**config.mk**
```make
export PLATFORM = sky130hd
export DESIGN_NAME = exec_unit
export DESIGN_NICKNAME = d
export VERILOG_FILES = /design/src/design/lc3b_pkg.sv /design/src/design/gen_control.sv /design/src/design/exec_sequencer.sv /design/src/design/shift_counter.sv /design/src/design/reg_state.sv /design/src/design/alu_shifter.sv /design/src/design/exec_unit.sv
export SDC_FILE = /design/constraint.sdc
export NUM_CORES = 1
export LEC_CHECK = 0
export ABC_AREA = 1
export BUFFER_PORTS_ARGS = -buffer_cell sky130_fd_sc_hd__buf_2
export CORE_ASPECT_RATIO = 1.4
export CORE_MARGIN = 3
export CORE_UTILIZATION = 30
export DETAILED_ROUTE_END_ITERATION = 10
export PLACE_DENSITY = 0.42
export SYNTH_ARGS = -nofsm -noshare
export SYNTH_HDL_FRONTEND = slang
export SYNTH_SLANG_ARGS = --single-unit
export TNS_END_PERCENT = 20
```
**constraint.sdc**
```tcl
create_clock -name clk -period 3.14 [get_ports clk]
set_input_delay 0.628 -clock clk [delete_from_list [all_inputs] [get_ports clk]]
set_output_delay 0.628 -clock clk [all_outputs]
set_load 0.05 [all_outputs]
```
**src/design/lc3b_pkg.sv**
```systemverilog
package lc3b_pkg;

	localparam int WORD_W = 16;	// Data and instruction width.
	localparam int REG_AW = 3;	// Eight general-purpose registers.

	// Operate opcodes handled by the unit.
	localparam logic [3:0] op_add = 4'b0001;
	localparam logic [3:0] op_and = 4'b0101;
	localparam logic [3:0] op_not = 4'b1001;
	localparam logic [3:0] op_shf = 4'b1101;

	localparam logic [2:0] alu_add  = 3'd0;
	localparam logic [2:0] alu_and  = 3'd1;
	localparam logic [2:0] alu_not  = 3'd2;
	localparam logic [2:0] alu_pass = 3'd3;
	localparam logic [2:0] alu_sll  = 3'd4;
	localparam logic [2:0] alu_srl  = 3'd5;
	localparam logic [2:0] alu_sra  = 3'd6;

	// Bit positions in the one-hot condition code.
	localparam int CC_N = 2;
	localparam int CC_Z = 1;
	localparam int CC_P = 0;

	typedef struct packed {
		logic [3:0]        opcode;
		logic [REG_AW-1:0] dr;
		logic [REG_AW-1:0] sr1;
		logic              imm_mode;	// Set selects imm5 over sr2.
		logic [4:0]        low;		// imm5, or sr2 in its low three bits.
	} operate_t;

	typedef struct packed {
		logic [3:0]        opcode;
		logic [REG_AW-1:0] dr;
		logic [REG_AW-1:0] sr1;
		logic              dir;		// Clear shifts left.
		logic              arith;	// Set keeps the sign on a right shift.
		logic [3:0]        amount;
	} shift_t;

	// One instruction word seen through either field layout.
	typedef union packed {
		operate_t op;
		shift_t   shf;
	} lc3b_instr;

endpackage : lc3b_pkg

```
**src/design/gen_control.sv**
```systemverilog
module gen_control (
	input  lc3b_pkg::lc3b_instr instr,
	output logic [2:0]          aluop,
	output logic                imm_sel,
	output logic                is_shift,
	output logic                reg_load
);

	always_comb begin
		// Defaults describe an instruction that is dropped.
		aluop    = lc3b_pkg::alu_add;
		imm_sel  = 1'b0;
		is_shift = 1'b0;
		reg_load = 1'b0;

		case (instr.op.opcode)
			lc3b_pkg::op_add: begin
				imm_sel  = instr.op.imm_mode;	// Bit 5 picks imm5 or sr2.
				reg_load = 1'b1;
			end
			lc3b_pkg::op_and: begin
				aluop    = lc3b_pkg::alu_and;
				imm_sel  = instr.op.imm_mode;
				reg_load = 1'b1;
			end
			lc3b_pkg::op_not: begin
				aluop    = lc3b_pkg::alu_not;
				reg_load = 1'b1;
			end
			lc3b_pkg::op_shf: begin
				is_shift = 1'b1;
				reg_load = 1'b1;
				if (!instr.shf.dir) begin
					aluop = lc3b_pkg::alu_sll;
				end else if (!instr.shf.arith) begin
					aluop = lc3b_pkg::alu_srl;
				end else begin
					aluop = lc3b_pkg::alu_sra;	// Right shift with sign fill.
				end
			end
			default: begin
				// Branches, loads, stores and traps keep the defaults.
			end
		endcase
	end

endmodule : gen_control

```
**src/design/exec_sequencer.sv**
```systemverilog
module exec_sequencer (
	input  logic clk,
	input  logic rst_n,
	input  logic instr_valid,
	input  logic res_ready,
	input  logic reg_load,
	input  logic is_shift,
	input  logic shift_done,
	output logic instr_ready,
	output logic res_valid,
	output logic accept,
	output logic exec,
	output logic shift_step,
	output logic writeback
);

	localparam logic [1:0] IDLE   = 2'd0;
	localparam logic [1:0] EXEC   = 2'd1;
	localparam logic [1:0] SHIFT  = 2'd2;
	localparam logic [1:0] RESULT = 2'd3;

	logic [1:0] state;
	logic [1:0] state_next;

	always_ff @(posedge clk or negedge rst_n) begin
		if (!rst_n) begin
			state <= IDLE;
		end else begin
			state <= state_next;
		end
	end

	always_comb begin
		state_next = state;
		case (state)
			IDLE: begin
				if (instr_valid) begin
					state_next = EXEC;
				end
			end
			EXEC: begin
				if (!reg_load) begin
					state_next = IDLE;	// Dropped opcode, no result.
				end else if (is_shift && !shift_done) begin
					state_next = SHIFT;
				end else begin
					state_next = RESULT;	// Amount 0 goes straight out.
				end
			end
			SHIFT: begin
				if (shift_done) begin
					state_next = RESULT;
				end
			end
			RESULT: begin
				if (res_ready) begin
					state_next = IDLE;
				end
			end
			default: begin
				state_next = IDLE;
			end
		endcase
	end

	assign instr_ready = (state == IDLE);
	assign res_valid   = (state == RESULT);
	assign exec        = (state == EXEC);
	assign shift_step  = (state == SHIFT);
	assign accept      = instr_valid & instr_ready;	// Input handshake.
	assign writeback   = res_valid & res_ready;		// Result handshake.

endmodule : exec_sequencer

```
**src/design/shift_counter.sv**
```systemverilog
module shift_counter (
	input  logic       clk,
	input  logic       rst_n,
	input  logic       load,
	input  logic       step,
	input  logic [3:0] amount,
	output logic       shift_done
);

	logic [3:0] count;
	logic [3:0] count_next;

	always_comb begin
		count_next = count;
		if (load) begin
			count_next = amount;
		end else if (step && (count != 4'd0)) begin
			count_next = count - 4'd1;
		end
	end

	always_ff @(posedge clk or negedge rst_n) begin
		if (!rst_n) begin
			count <= 4'd0;
		end else begin
			count <= count_next;
		end
	end

	// Looks at the count the coming edge will hold, so a zero amount is seen in the load cycle.
	assign shift_done = (count_next == 4'd0);

endmodule : shift_counter

```
**src/design/reg_state.sv**
```systemverilog
module reg_state (
	input  logic                          clk,
	input  logic                          rst_n,
	input  logic [lc3b_pkg::REG_AW-1:0]   rd_addr1,
	input  logic [lc3b_pkg::REG_AW-1:0]   rd_addr2,
	input  logic                          wr_en,
	input  logic [lc3b_pkg::REG_AW-1:0]   wr_addr,
	input  logic [lc3b_pkg::WORD_W-1:0]   wr_data,
	input  logic [2:0]                    cc_in,
	output logic [lc3b_pkg::WORD_W-1:0]   rd_data1,
	output logic [lc3b_pkg::WORD_W-1:0]   rd_data2,
	output logic [2:0]                    cc
);

	localparam int NUM_REGS = 1 << lc3b_pkg::REG_AW;

	logic [lc3b_pkg::WORD_W-1:0] regs [NUM_REGS];

	always_ff @(posedge clk or negedge rst_n) begin
		if (!rst_n) begin
			for (int i = 0; i < NUM_REGS; i++) begin
				regs[i] <= '0;
			end
			cc <= 3'(1 << lc3b_pkg::CC_Z);	// All registers read as zero.
		end else if (wr_en) begin
			regs[wr_addr] <= wr_data;
			cc            <= cc_in;
		end
	end

	assign rd_data1 = regs[rd_addr1];
	assign rd_data2 = regs[rd_addr2];

endmodule : reg_state

```
**src/design/alu_shifter.sv**
```systemverilog
module alu_shifter (
	input  logic                          clk,
	input  logic                          rst_n,
	input  logic                          load_ops,
	input  logic                          exec,
	input  logic                          shift_step,
	input  logic [2:0]                    aluop,
	input  logic                          imm_sel,
	input  lc3b_pkg::lc3b_instr           instr,
	input  logic [lc3b_pkg::WORD_W-1:0]   src1,
	input  logic [lc3b_pkg::WORD_W-1:0]   src2,
	output lc3b_pkg::lc3b_instr           instr_q,
	output logic [lc3b_pkg::REG_AW-1:0]   dr,
	output logic [3:0]                    amount,
	output logic [lc3b_pkg::WORD_W-1:0]   result,
	output logic [2:0]                    result_cc
);

	logic [lc3b_pkg::WORD_W-1:0] op1;
	logic [lc3b_pkg::WORD_W-1:0] op2;
	logic [lc3b_pkg::WORD_W-1:0] opb;
	logic [lc3b_pkg::WORD_W-1:0] alu_out;
	logic [4:0]                  imm5;

	always_ff @(posedge clk or negedge rst_n) begin
		if (!rst_n) begin
			instr_q <= '0;
		end else if (load_ops) begin
			instr_q <= instr;
		end
	end

	always_ff @(posedge clk) begin
		if (load_ops) begin
			op1 <= src1;	// Read from addresses of the incoming word.
			op2 <= src2;
		end
	end

	assign dr     = instr_q.op.dr;
	assign amount = instr_q.shf.amount;
	assign imm5   = instr_q.op.low;
	assign opb    = imm_sel ? {{(lc3b_pkg::WORD_W - 5){imm5[4]}}, imm5} : op2;

	always_comb begin
		case (aluop)
			lc3b_pkg::alu_add: alu_out = op1 + opb;
			lc3b_pkg::alu_and: alu_out = op1 & opb;
			lc3b_pkg::alu_not: alu_out = ~op1;
			default:           alu_out = op1;	// Shifts start from the unshifted source.
		endcase
	end

	always_ff @(posedge clk) begin
		if (exec) begin
			result <= alu_out;
		end else if (shift_step) begin
			case (aluop)
				lc3b_pkg::alu_sll: result <= {result[lc3b_pkg::WORD_W-2:0], 1'b0};
				lc3b_pkg::alu_srl: result <= {1'b0, result[lc3b_pkg::WORD_W-1:1]};
				lc3b_pkg::alu_sra: result <= {result[lc3b_pkg::WORD_W-1],
					result[lc3b_pkg::WORD_W-1:1]};
				default:           result <= result;
			endcase
		end
	end

	always_comb begin
		result_cc = 3'b000;
		if (result[lc3b_pkg::WORD_W-1]) begin
			result_cc[lc3b_pkg::CC_N] = 1'b1;
		end else if (result == '0) begin
			result_cc[lc3b_pkg::CC_Z] = 1'b1;
		end else begin
			result_cc[lc3b_pkg::CC_P] = 1'b1;
		end
	end

endmodule : alu_shifter

```
**src/design/exec_unit.sv**
```systemverilog
module exec_unit (
	input  logic                          clk,
	input  logic                          rst_n,
	input  logic                          instr_valid,
	output logic                          instr_ready,
	input  lc3b_pkg::lc3b_instr           instr,
	output logic                          res_valid,
	input  logic                          res_ready,
	output logic [lc3b_pkg::REG_AW-1:0]   res_dr,
	output logic [lc3b_pkg::WORD_W-1:0]   res_data,
	output logic [2:0]                    res_cc
);

	lc3b_pkg::lc3b_instr         instr_q;
	logic [2:0]                  aluop;
	logic                        imm_sel;
	logic                        is_shift;
	logic                        reg_load;
	logic                        accept;
	logic                        exec;
	logic                        shift_step;
	logic                        writeback;
	logic                        shift_done;
	logic [3:0]                  shift_amount;
	logic [lc3b_pkg::WORD_W-1:0] src1;
	logic [lc3b_pkg::WORD_W-1:0] src2;

	gen_control i_gen_control (
		.instr    (instr_q),
		.aluop    (aluop),
		.imm_sel  (imm_sel),
		.is_shift (is_shift),
		.reg_load (reg_load)
	);

	exec_sequencer i_exec_sequencer (
		.clk         (clk),
		.rst_n       (rst_n),
		.instr_valid (instr_valid),
		.res_ready   (res_ready),
		.reg_load    (reg_load),
		.is_shift    (is_shift),
		.shift_done  (shift_done),
		.instr_ready (instr_ready),
		.res_valid   (res_valid),
		.accept      (accept),
		.exec        (exec),
		.shift_step  (shift_step),
		.writeback   (writeback)
	);

	shift_counter i_shift_counter (
		.clk        (clk),
		.rst_n      (rst_n),
		.load       (exec),
		.step       (shift_step),
		.amount     (shift_amount),
		.shift_done (shift_done)
	);

	reg_state i_reg_state (
		.clk      (clk),
		.rst_n    (rst_n),
		.rd_addr1 (instr.op.sr1),	// Sources are read before the word is latched.
		.rd_addr2 (instr.op.low[lc3b_pkg::REG_AW-1:0]),
		.wr_en    (writeback),
		.wr_addr  (res_dr),
		.wr_data  (res_data),
		.cc_in    (res_cc),
		.rd_data1 (src1),
		.rd_data2 (src2),
		.cc       ()		// No operate instruction reads the condition code.
	);

	alu_shifter i_alu_shifter (
		.clk        (clk),
		.rst_n      (rst_n),
		.load_ops   (accept),
		.exec       (exec),
		.shift_step (shift_step),
		.aluop      (aluop),
		.imm_sel    (imm_sel),
		.instr      (instr),
		.src1       (src1),
		.src2       (src2),
		.instr_q    (instr_q),
		.dr         (res_dr),
		.amount     (shift_amount),
		.result     (res_data),
		.result_cc  (res_cc)
	);

endmodule : exec_unit

```
==> results of run 1 <==
cells by family (layout without fill, tap and decap cells):
| kind of cell | after synthesis | count (layout) | synth area share |
|---|---|---|---|
| AO/OA/AOI/OAI | 517 | 517 | 0.2549 |
| AND/OR/NAND/NOR | 448 | 448 | 0.1650 |
| adder cells (fa/ha/maj) | 24 | 24 | 0.02818 |
| other | 0 | 1 | 0 |
| buffers and inverters | 226 | 255 | 0.08317 |
| flip-flops | 195 | 195 | 0.4688 |
state kept, by name, indices dropped and copies added, names as in the netlist, named ones only:
| register | cells |
|---|---|
| i_alu_shifter.instr_q | 13 |
| i_alu_shifter.op1 | 16 |
| i_alu_shifter.op2 | 16 |
| i_alu_shifter.result | 16 |
| i_exec_sequencer.state | 1 |
| i_reg_state.regs | 128 |
| i_shift_counter.count | 4 |
critical path: cells and delay by family (launching register included):
family,cells,cell delay (ns)
buf+inv,4,0.38
flops,1,0.41
fa+ha+maj,1,0.37
simple gates,12,1.48
compound gates,1,0.08
cell type report:
cell class | count | area (sq um)
Multi-Input combinational cell | 989 | 4955
Inverter | 139 | 525.5
Fill cell | 3873 | 23630
Tap cell | 462 | 578.1
Timing Repair Buffer | 84 | 596.8
Clock buffer | 21 | 440.4
Sequential cell | 195 | 5120
Clock inverter | 11 | 63.81
Antenna cell | 1 | 2.502
power groups by stage:
stage	Clock (mW)	Sequential (mW)	Combinational, mW
after floorplan	0	4.47	3.18
after global placement	0	4.27	4.90
after detailed placement	0	4.27	4.92
after CTS	2.08	4.23	4.94
after global routing	2.17	4.35	5.65
final	2.00	4.22	4.96
placed cells by master (no fill, tap or decap), types with 2 or more instances in the layout:
master	count
a211oi_1	4
a21oi_1	95
a21oi_2	7
a31oi_1	32
buf_12	5
buf_2	40
buf_4	38
clkbuf_1	4
clkbuf_16	17
clkinv_1	5
clkinv_2	4
clkinv_4	2
dfrtp_1	147
edfxtp_1	48
ha_1	19
ha_2	4
inv_1	130
inv_2	6
nand2_1	300
nand2_2	4
nand3_1	20
nand3b_1	3
nand4_1	4
nor2_1	101
nor2_2	2
nor3_2	3
nor4_1	2
o211ai_1	34
o21ai_0	299
o21ai_1	29
o21ai_2	2
o21bai_1	2
o22ai_1	6
cell usage after synthesis, types with 3 or more instances:
master | count | share of area
dfrtp_1 | 147 | 0.34
inv_1 | 130 | 0.045
inv_2 | 5 | 0.0017
nand3b_1 | 3 | 0.0021
edfxtp_1 | 48 | 0.13
nand2_1 | 302 | 0.10
buf_4 | 4 | 0.0027
nand4_1 | 4 | 0.0023
o22ai_1 | 6 | 0.0034
nor3_1 | 4 | 0.0018
o21ai_0 | 304 | 0.14
ha_1 | 23 | 0.026
a31oi_1 | 32 | 0.018
nand3_1 | 20 | 0.0092
buf_2 | 9 | 0.0041
o211ai_1 | 34 | 0.023
a21oi_1 | 100 | 0.046
nor2_1 | 102 | 0.035
a211oi_1 | 4 | 0.0027
o21ai_1 | 25 | 0.011
buf_1 | 11 | 0.0038
buf_6 | 4 | 0.0041
clkbuf_1 | 59 | 0.020
worst paths after layout:
check,start,endpoint,depth (start not counted)
min reg2reg,i_reg_state.regs[35],i_reg_state.regs[35],2
min in group clk,instr[3],i_alu_shifter.instr_q[3],3
max reg2reg,i_alu_shifter.instr_q[13],i_alu_shifter.result[12],18
min,rst_n,i_reg_state.regs[71],1
max in group asynchronous,rst_n,i_reg_state.regs[67],2
max,i_alu_shifter.instr_q[13],i_alu_shifter.result[12],18
per-layer routing:
layer  vias to the layer above  share of wire  global-route usage
li1                       4791              -                   -
met1                      4530           0.46              0.2337
met2                       139           0.50              0.3177
met3                        30          0.023             0.02231
met4                         0          0.017             0.04835
met5                         -              0                   0
==> out/metrics.cfg, run 1 <==
[global_routing]
grt_pass1_wl_um = 54960
antenna_found_initial = 0
grt.total_usage = 0.1800
grt_pass1_vias = 9506
overflow = 0
grt_max_degree = 58

[floorplan]
rows = 82
start_util = 0.3041
num_io_pins = 44
die_area_sq_um = 38760
die_h_um = 231.8
die_x_um = 167.3
core_sq_um = 35910

[yosys]
ys.flop_type = dfrtp_1
synth_seq_cells = 195
ys_seq_area_frac = 0.4688
syn-cell-area_sq_um = 10920
ys_types = 48
syn_nets = 1454
async_flop_share = 0.7538
synth_area_per_cell_sq_um = 7.746
synth_edf_count = 48
syn_inst = 1410
yosysWarnings = 0

[drt]
firstDrtPassIters = 7
dr.first_iter.drc_count = 690
vias = 9490
drt-wirelength-per-cell_um = 17.87
drc_errors = 0
avgViaCountPerCell = 4.989
ant_nets = 0
routed_wl_um = 33980

[power]
p_seq_frac = 0.378
total_power_mw = 11.18
switching_share = 0.4505
clockPowerShare = 0.179
p_int_mw = 6.143
p_per_area_nw_per_um2 = 910.2
power_leakage_nw = 5.302
p_comb_frac = 0.444
irDropWorstVdd_mv = 0.5708
p_sw_mw = 5.035

[placed_design]
dp_slack_ns = 0.05826
numPortBuffers = 43
routabilityCongestion = 0.8979
placedCellCount = 1869
dp_hpwl_um = 23160
dpl_cell_area_sq_um = 11720

[worst_hold_path]
hp-class = input pin to async pin

[critical_path]
endpoint_kind = flip-flop
critPathMaxStageDelay_ns = 0.41
cp.arrival_ns = 3.15
cp_max_fo = 8
worst-r2r-setup-slack_ns = 0.20
crit_path_start_kind = flip-flop
cp_slowest_cell = dfrtp_1
crit_type = flip-flop to flip-flop
path_cells = nor2_4 > inv_2 > nor3_4 > inv_2 > or2_4 > buf_4 > o21ai_0 > inv_1 > ha_2 > nand2_1 > nor2_2 > nand4_1 > nand3_1 > nand2_1 > nand2_1 > nand3b_1 > nand2_1 > nand2_1
required_ns = 3.35
crit_top_cell = nand2_1

[final_layout]
drive_above_1_share = 0.1028
layout.nets = 1470
design_area_sq_um = 12280
fin_util = 0.3420
fin_cells = 1902
area_growth_pct = 12.45

[timing]
max_slew_margin = 0.4958
skew_ns = 0.01080
finalSetupTns_ns = 0
fin_ws_ns = 0.1973
setup_viol = 0
hold_viol = 0
tightest_slew_ns = 0.7545
slew_violations = 0
layout_min_cycle_time_ns = 2.943
holdWs_ns = 0.05369
fmax_ghz = 0.3398
fin_crit_sh = 0.9372

[job]
cap_violations = 0

[clocking]
cts.clk_slew.worst_paths_ns = 0.07
ctsHoldBuffers = 0
ctsResizeCount = 0
clock-sinks = 195
clock_path_buffers = 2
root_buffer = clkbuf_16
cts_setup_buffers = 0
cts.htree.levels = 4
cts_tree = done
clock_latency_ns = 0.45
cts_made_buffers = 17

[status]
outcome = completed

Power figures use the tool's default switching activity.
==> run 2: changes to the inputs <==
==> constraint.sdc (replaced) <==
create_clock -name clk -period 3.8 [get_ports clk]
set_input_delay 0.76 -clock clk [delete_from_list [all_inputs] [get_ports clk]]
set_output_delay 0.76 -clock clk [all_outputs]
set_load 0.05 [all_outputs]
==> run 2 against run 1 <==
Non-clock buffer count down 20. Combinational power down 21%. First-iteration DRC count down 3.0%. Register-to-register slack better by 0.38 ns. Utilization down 0.57 points. Fmax down 8.7%. Clock power down 14%. Largest power group unchanged. Highest routed layer unchanged.
==> out/metrics.cfg, run 2 (synthesis gave the netlist of run 1 again) <==
[floorplan]
num_io_pins = 44  ; unchanged
rows = 82  ; unchanged
die_x_um = 167.3  ; unchanged
start_util = 0.3041  ; unchanged
core_sq_um = 35910  ; unchanged
die_area_sq_um = 38760  ; unchanged
die_h_um = 231.8  ; unchanged

[clocking]
cts_setup_buffers = 0  ; unchanged
clock_path_buffers = 2  ; unchanged
cts.clk_slew.worst_paths_ns = 0.08  ; about the same
clock-sinks = 195  ; unchanged
cts_made_buffers = 17  ; unchanged
cts.htree.levels = 4  ; unchanged
root_buffer = clkbuf_16
clock_latency_ns = 0.45  ; about the same
ctsHoldBuffers = 0  ; unchanged
ctsResizeCount = 0  ; unchanged
cts_tree = done

[timing]
skew_ns = 0.01187  ; +0.001070 ns
slew_violations = 0  ; unchanged
fmax_ghz = 0.3101  ; -8.7%
max_slew_margin = 0.3317  ; -0.1641
holdWs_ns = 0.2691  ; +0.2154 ns
setup_viol = 0  ; unchanged
tightest_slew_ns = 1.002  ; +0.2480 ns
layout_min_cycle_time_ns = 3.225  ; +0.2821 ns
fin_crit_sh = 0.8486  ; -0.08854
finalSetupTns_ns = 0  ; unchanged
fin_ws_ns = 0.5752  ; +0.3779 ns
hold_viol = 0  ; unchanged
rsz0062_at_grt = false

[critical_path]
crit_top_cell = nand2_1
cp-startpoint = i_alu_shifter.instr_q[13]
endpoint_kind = flip-flop
reg2reg_to = i_alu_shifter.result[10]
path_cells = nor2_4 > inv_2 > nor3_4 > inv_2 > o21ai_0 > ha_1 > inv_1 > fa_1 > inv_1 > nand3_1 > nand2_1 > nand2_1 > nand2_1 > nand2_1 > o21ai_0 > nand2_1 > nand2_1 > o21ai_0 > nand2_1 > nand2_1
critPathMaxStageDelay_ns = 0.41  ; about the same
critPathBufInv = 4  ; unchanged
crit_type = flip-flop to flip-flop
cp_max_fo = 8  ; unchanged
worst-r2r-setup-slack_ns = 0.58  ; +0.38 ns
r2r-start = i_alu_shifter.instr_q[13]
cp_top_family = simple AND/OR/NAND/NOR gates
rr_worst_depth = 20  ; +2
crit_path_start_kind = flip-flop
cp.depth = 20  ; +2
cp_slowest_cell = dfrtp_1
required_ns = 4.01  ; +0.66 ns
cp.arrival_ns = 3.44  ; +0.29 ns

[placed_design]
routabilityCongestion = 0.8942  ; -0.41%
placedCellCount = 1849  ; -1.1%
numPortBuffers = 43  ; unchanged
dp_slack_ns = 0.5944  ; +0.5362 ns
dp_hpwl_um = 22700  ; -2.0%

[drt]
routed_wl_um = 34560  ; +1.7%
avgViaCountPerCell = 5.048  ; +1.2%
firstDrtPassIters = 5  ; -2
drc_errors = 0  ; unchanged
vias = 9495  ; +0.053%
dr.first_iter.drc_count = 669  ; -3.0%
ant_nets = 0  ; unchanged
drt-wirelength-per-cell_um = 18.38  ; +2.9%

[final_layout]
fillCellCount = 3867  ; -0.15%
final_cell_mix = o21ai_0, nand2_1, dfrtp_1
area_growth_pct = 10.56
diodes = 0  ; -1
layout.nets = 1450  ; -1.4%
drive_above_1_share = 0.08245  ; -0.02040
top_register = i_reg_state.regs
fin_cells = 1881  ; -1.1%
layout_commonest_cell = o21ai_0
largest_reg_flops = 128  ; unchanged

[power]
total_power_mw = 9.164  ; -18%
p_per_area_nw_per_um2 = 758.9  ; -17%
irDropWorstVdd_mv = 0.5839  ; +2.3%
power_leakage_nw = 5.206  ; -1.8%

[global_routing]
antenna_found_initial = 0  ; unchanged
grt.total_usage = 0.1813  ; +0.001326
grt_pass1_wl_um = 54590  ; -0.67%
overflow = 0  ; unchanged
grt_pass1_vias = 9338  ; -1.8%
grt_max_degree = 65  ; +12%

[status]
outcome = completed

[worst_hold_path]
hp-class = input pin to async pin

[job]
cap_violations = 0  ; unchanged

## run 2: report_power, final
part	internal [mW]	switching (mW)	total, mW
sequential	2.97	0.529	3.50
combinational	1.17	2.76	3.93
clock	0.895	0.838	1.73
total	5.03	4.13	9.16
## run 2: how the worst max path moves through the flow
stage	slack (ns)	to
2_1_floorplan	0.36	res_cc[0]
3_3_place_gp	0.63	i_alu_shifter.result[10]
3_5_place_dp	0.59	i_alu_shifter.result[10]
4_1_cts	0.58	i_alu_shifter.result[10]
5_1_grt	0.23	i_alu_shifter.result[10]
6_report	0.58	i_alu_shifter.result[10]
## run 2: metrics by stage
step / instance area, sq um / utilization
final: 12080 / 0.3363
after global routing: 12080 / 0.3363
after CTS: 12080 / 0.3363
after detailed placement: 11530 / 0.3212
after global placement: 11530 / 0.3212
after floorplan: 10920 / -
## run 2: layout make-up
class                   instances  area [sq um]  share of cell area
multi-input cells             989          4900              0.4058
clock inverters                15         117.6            0.009740
repair buffers                 64         409.1             0.03388
flip-flops and latches        195          5120              0.4240
well taps                     462         578.1             0.04787
clock buffers                  17         425.4             0.03523
inverters                     139         525.5             0.04352
## run 2: layer usage
| layer | wire, um | track usage | part of all wire | up-vias |
|---|---|---|---|---|
| li1 | - | - | - | 4757 |
| met1 | 15370 | 0.2297 | 0.44 | 4553 |
| met2 | 17430 | 0.3215 | 0.50 | 147 |
| met3 | 950 | 0.02350 | 0.027 | 38 |
| met4 | 814 | 0.05756 | 0.024 | 0 |
| met5 | 0 | 0 | 0 | - |
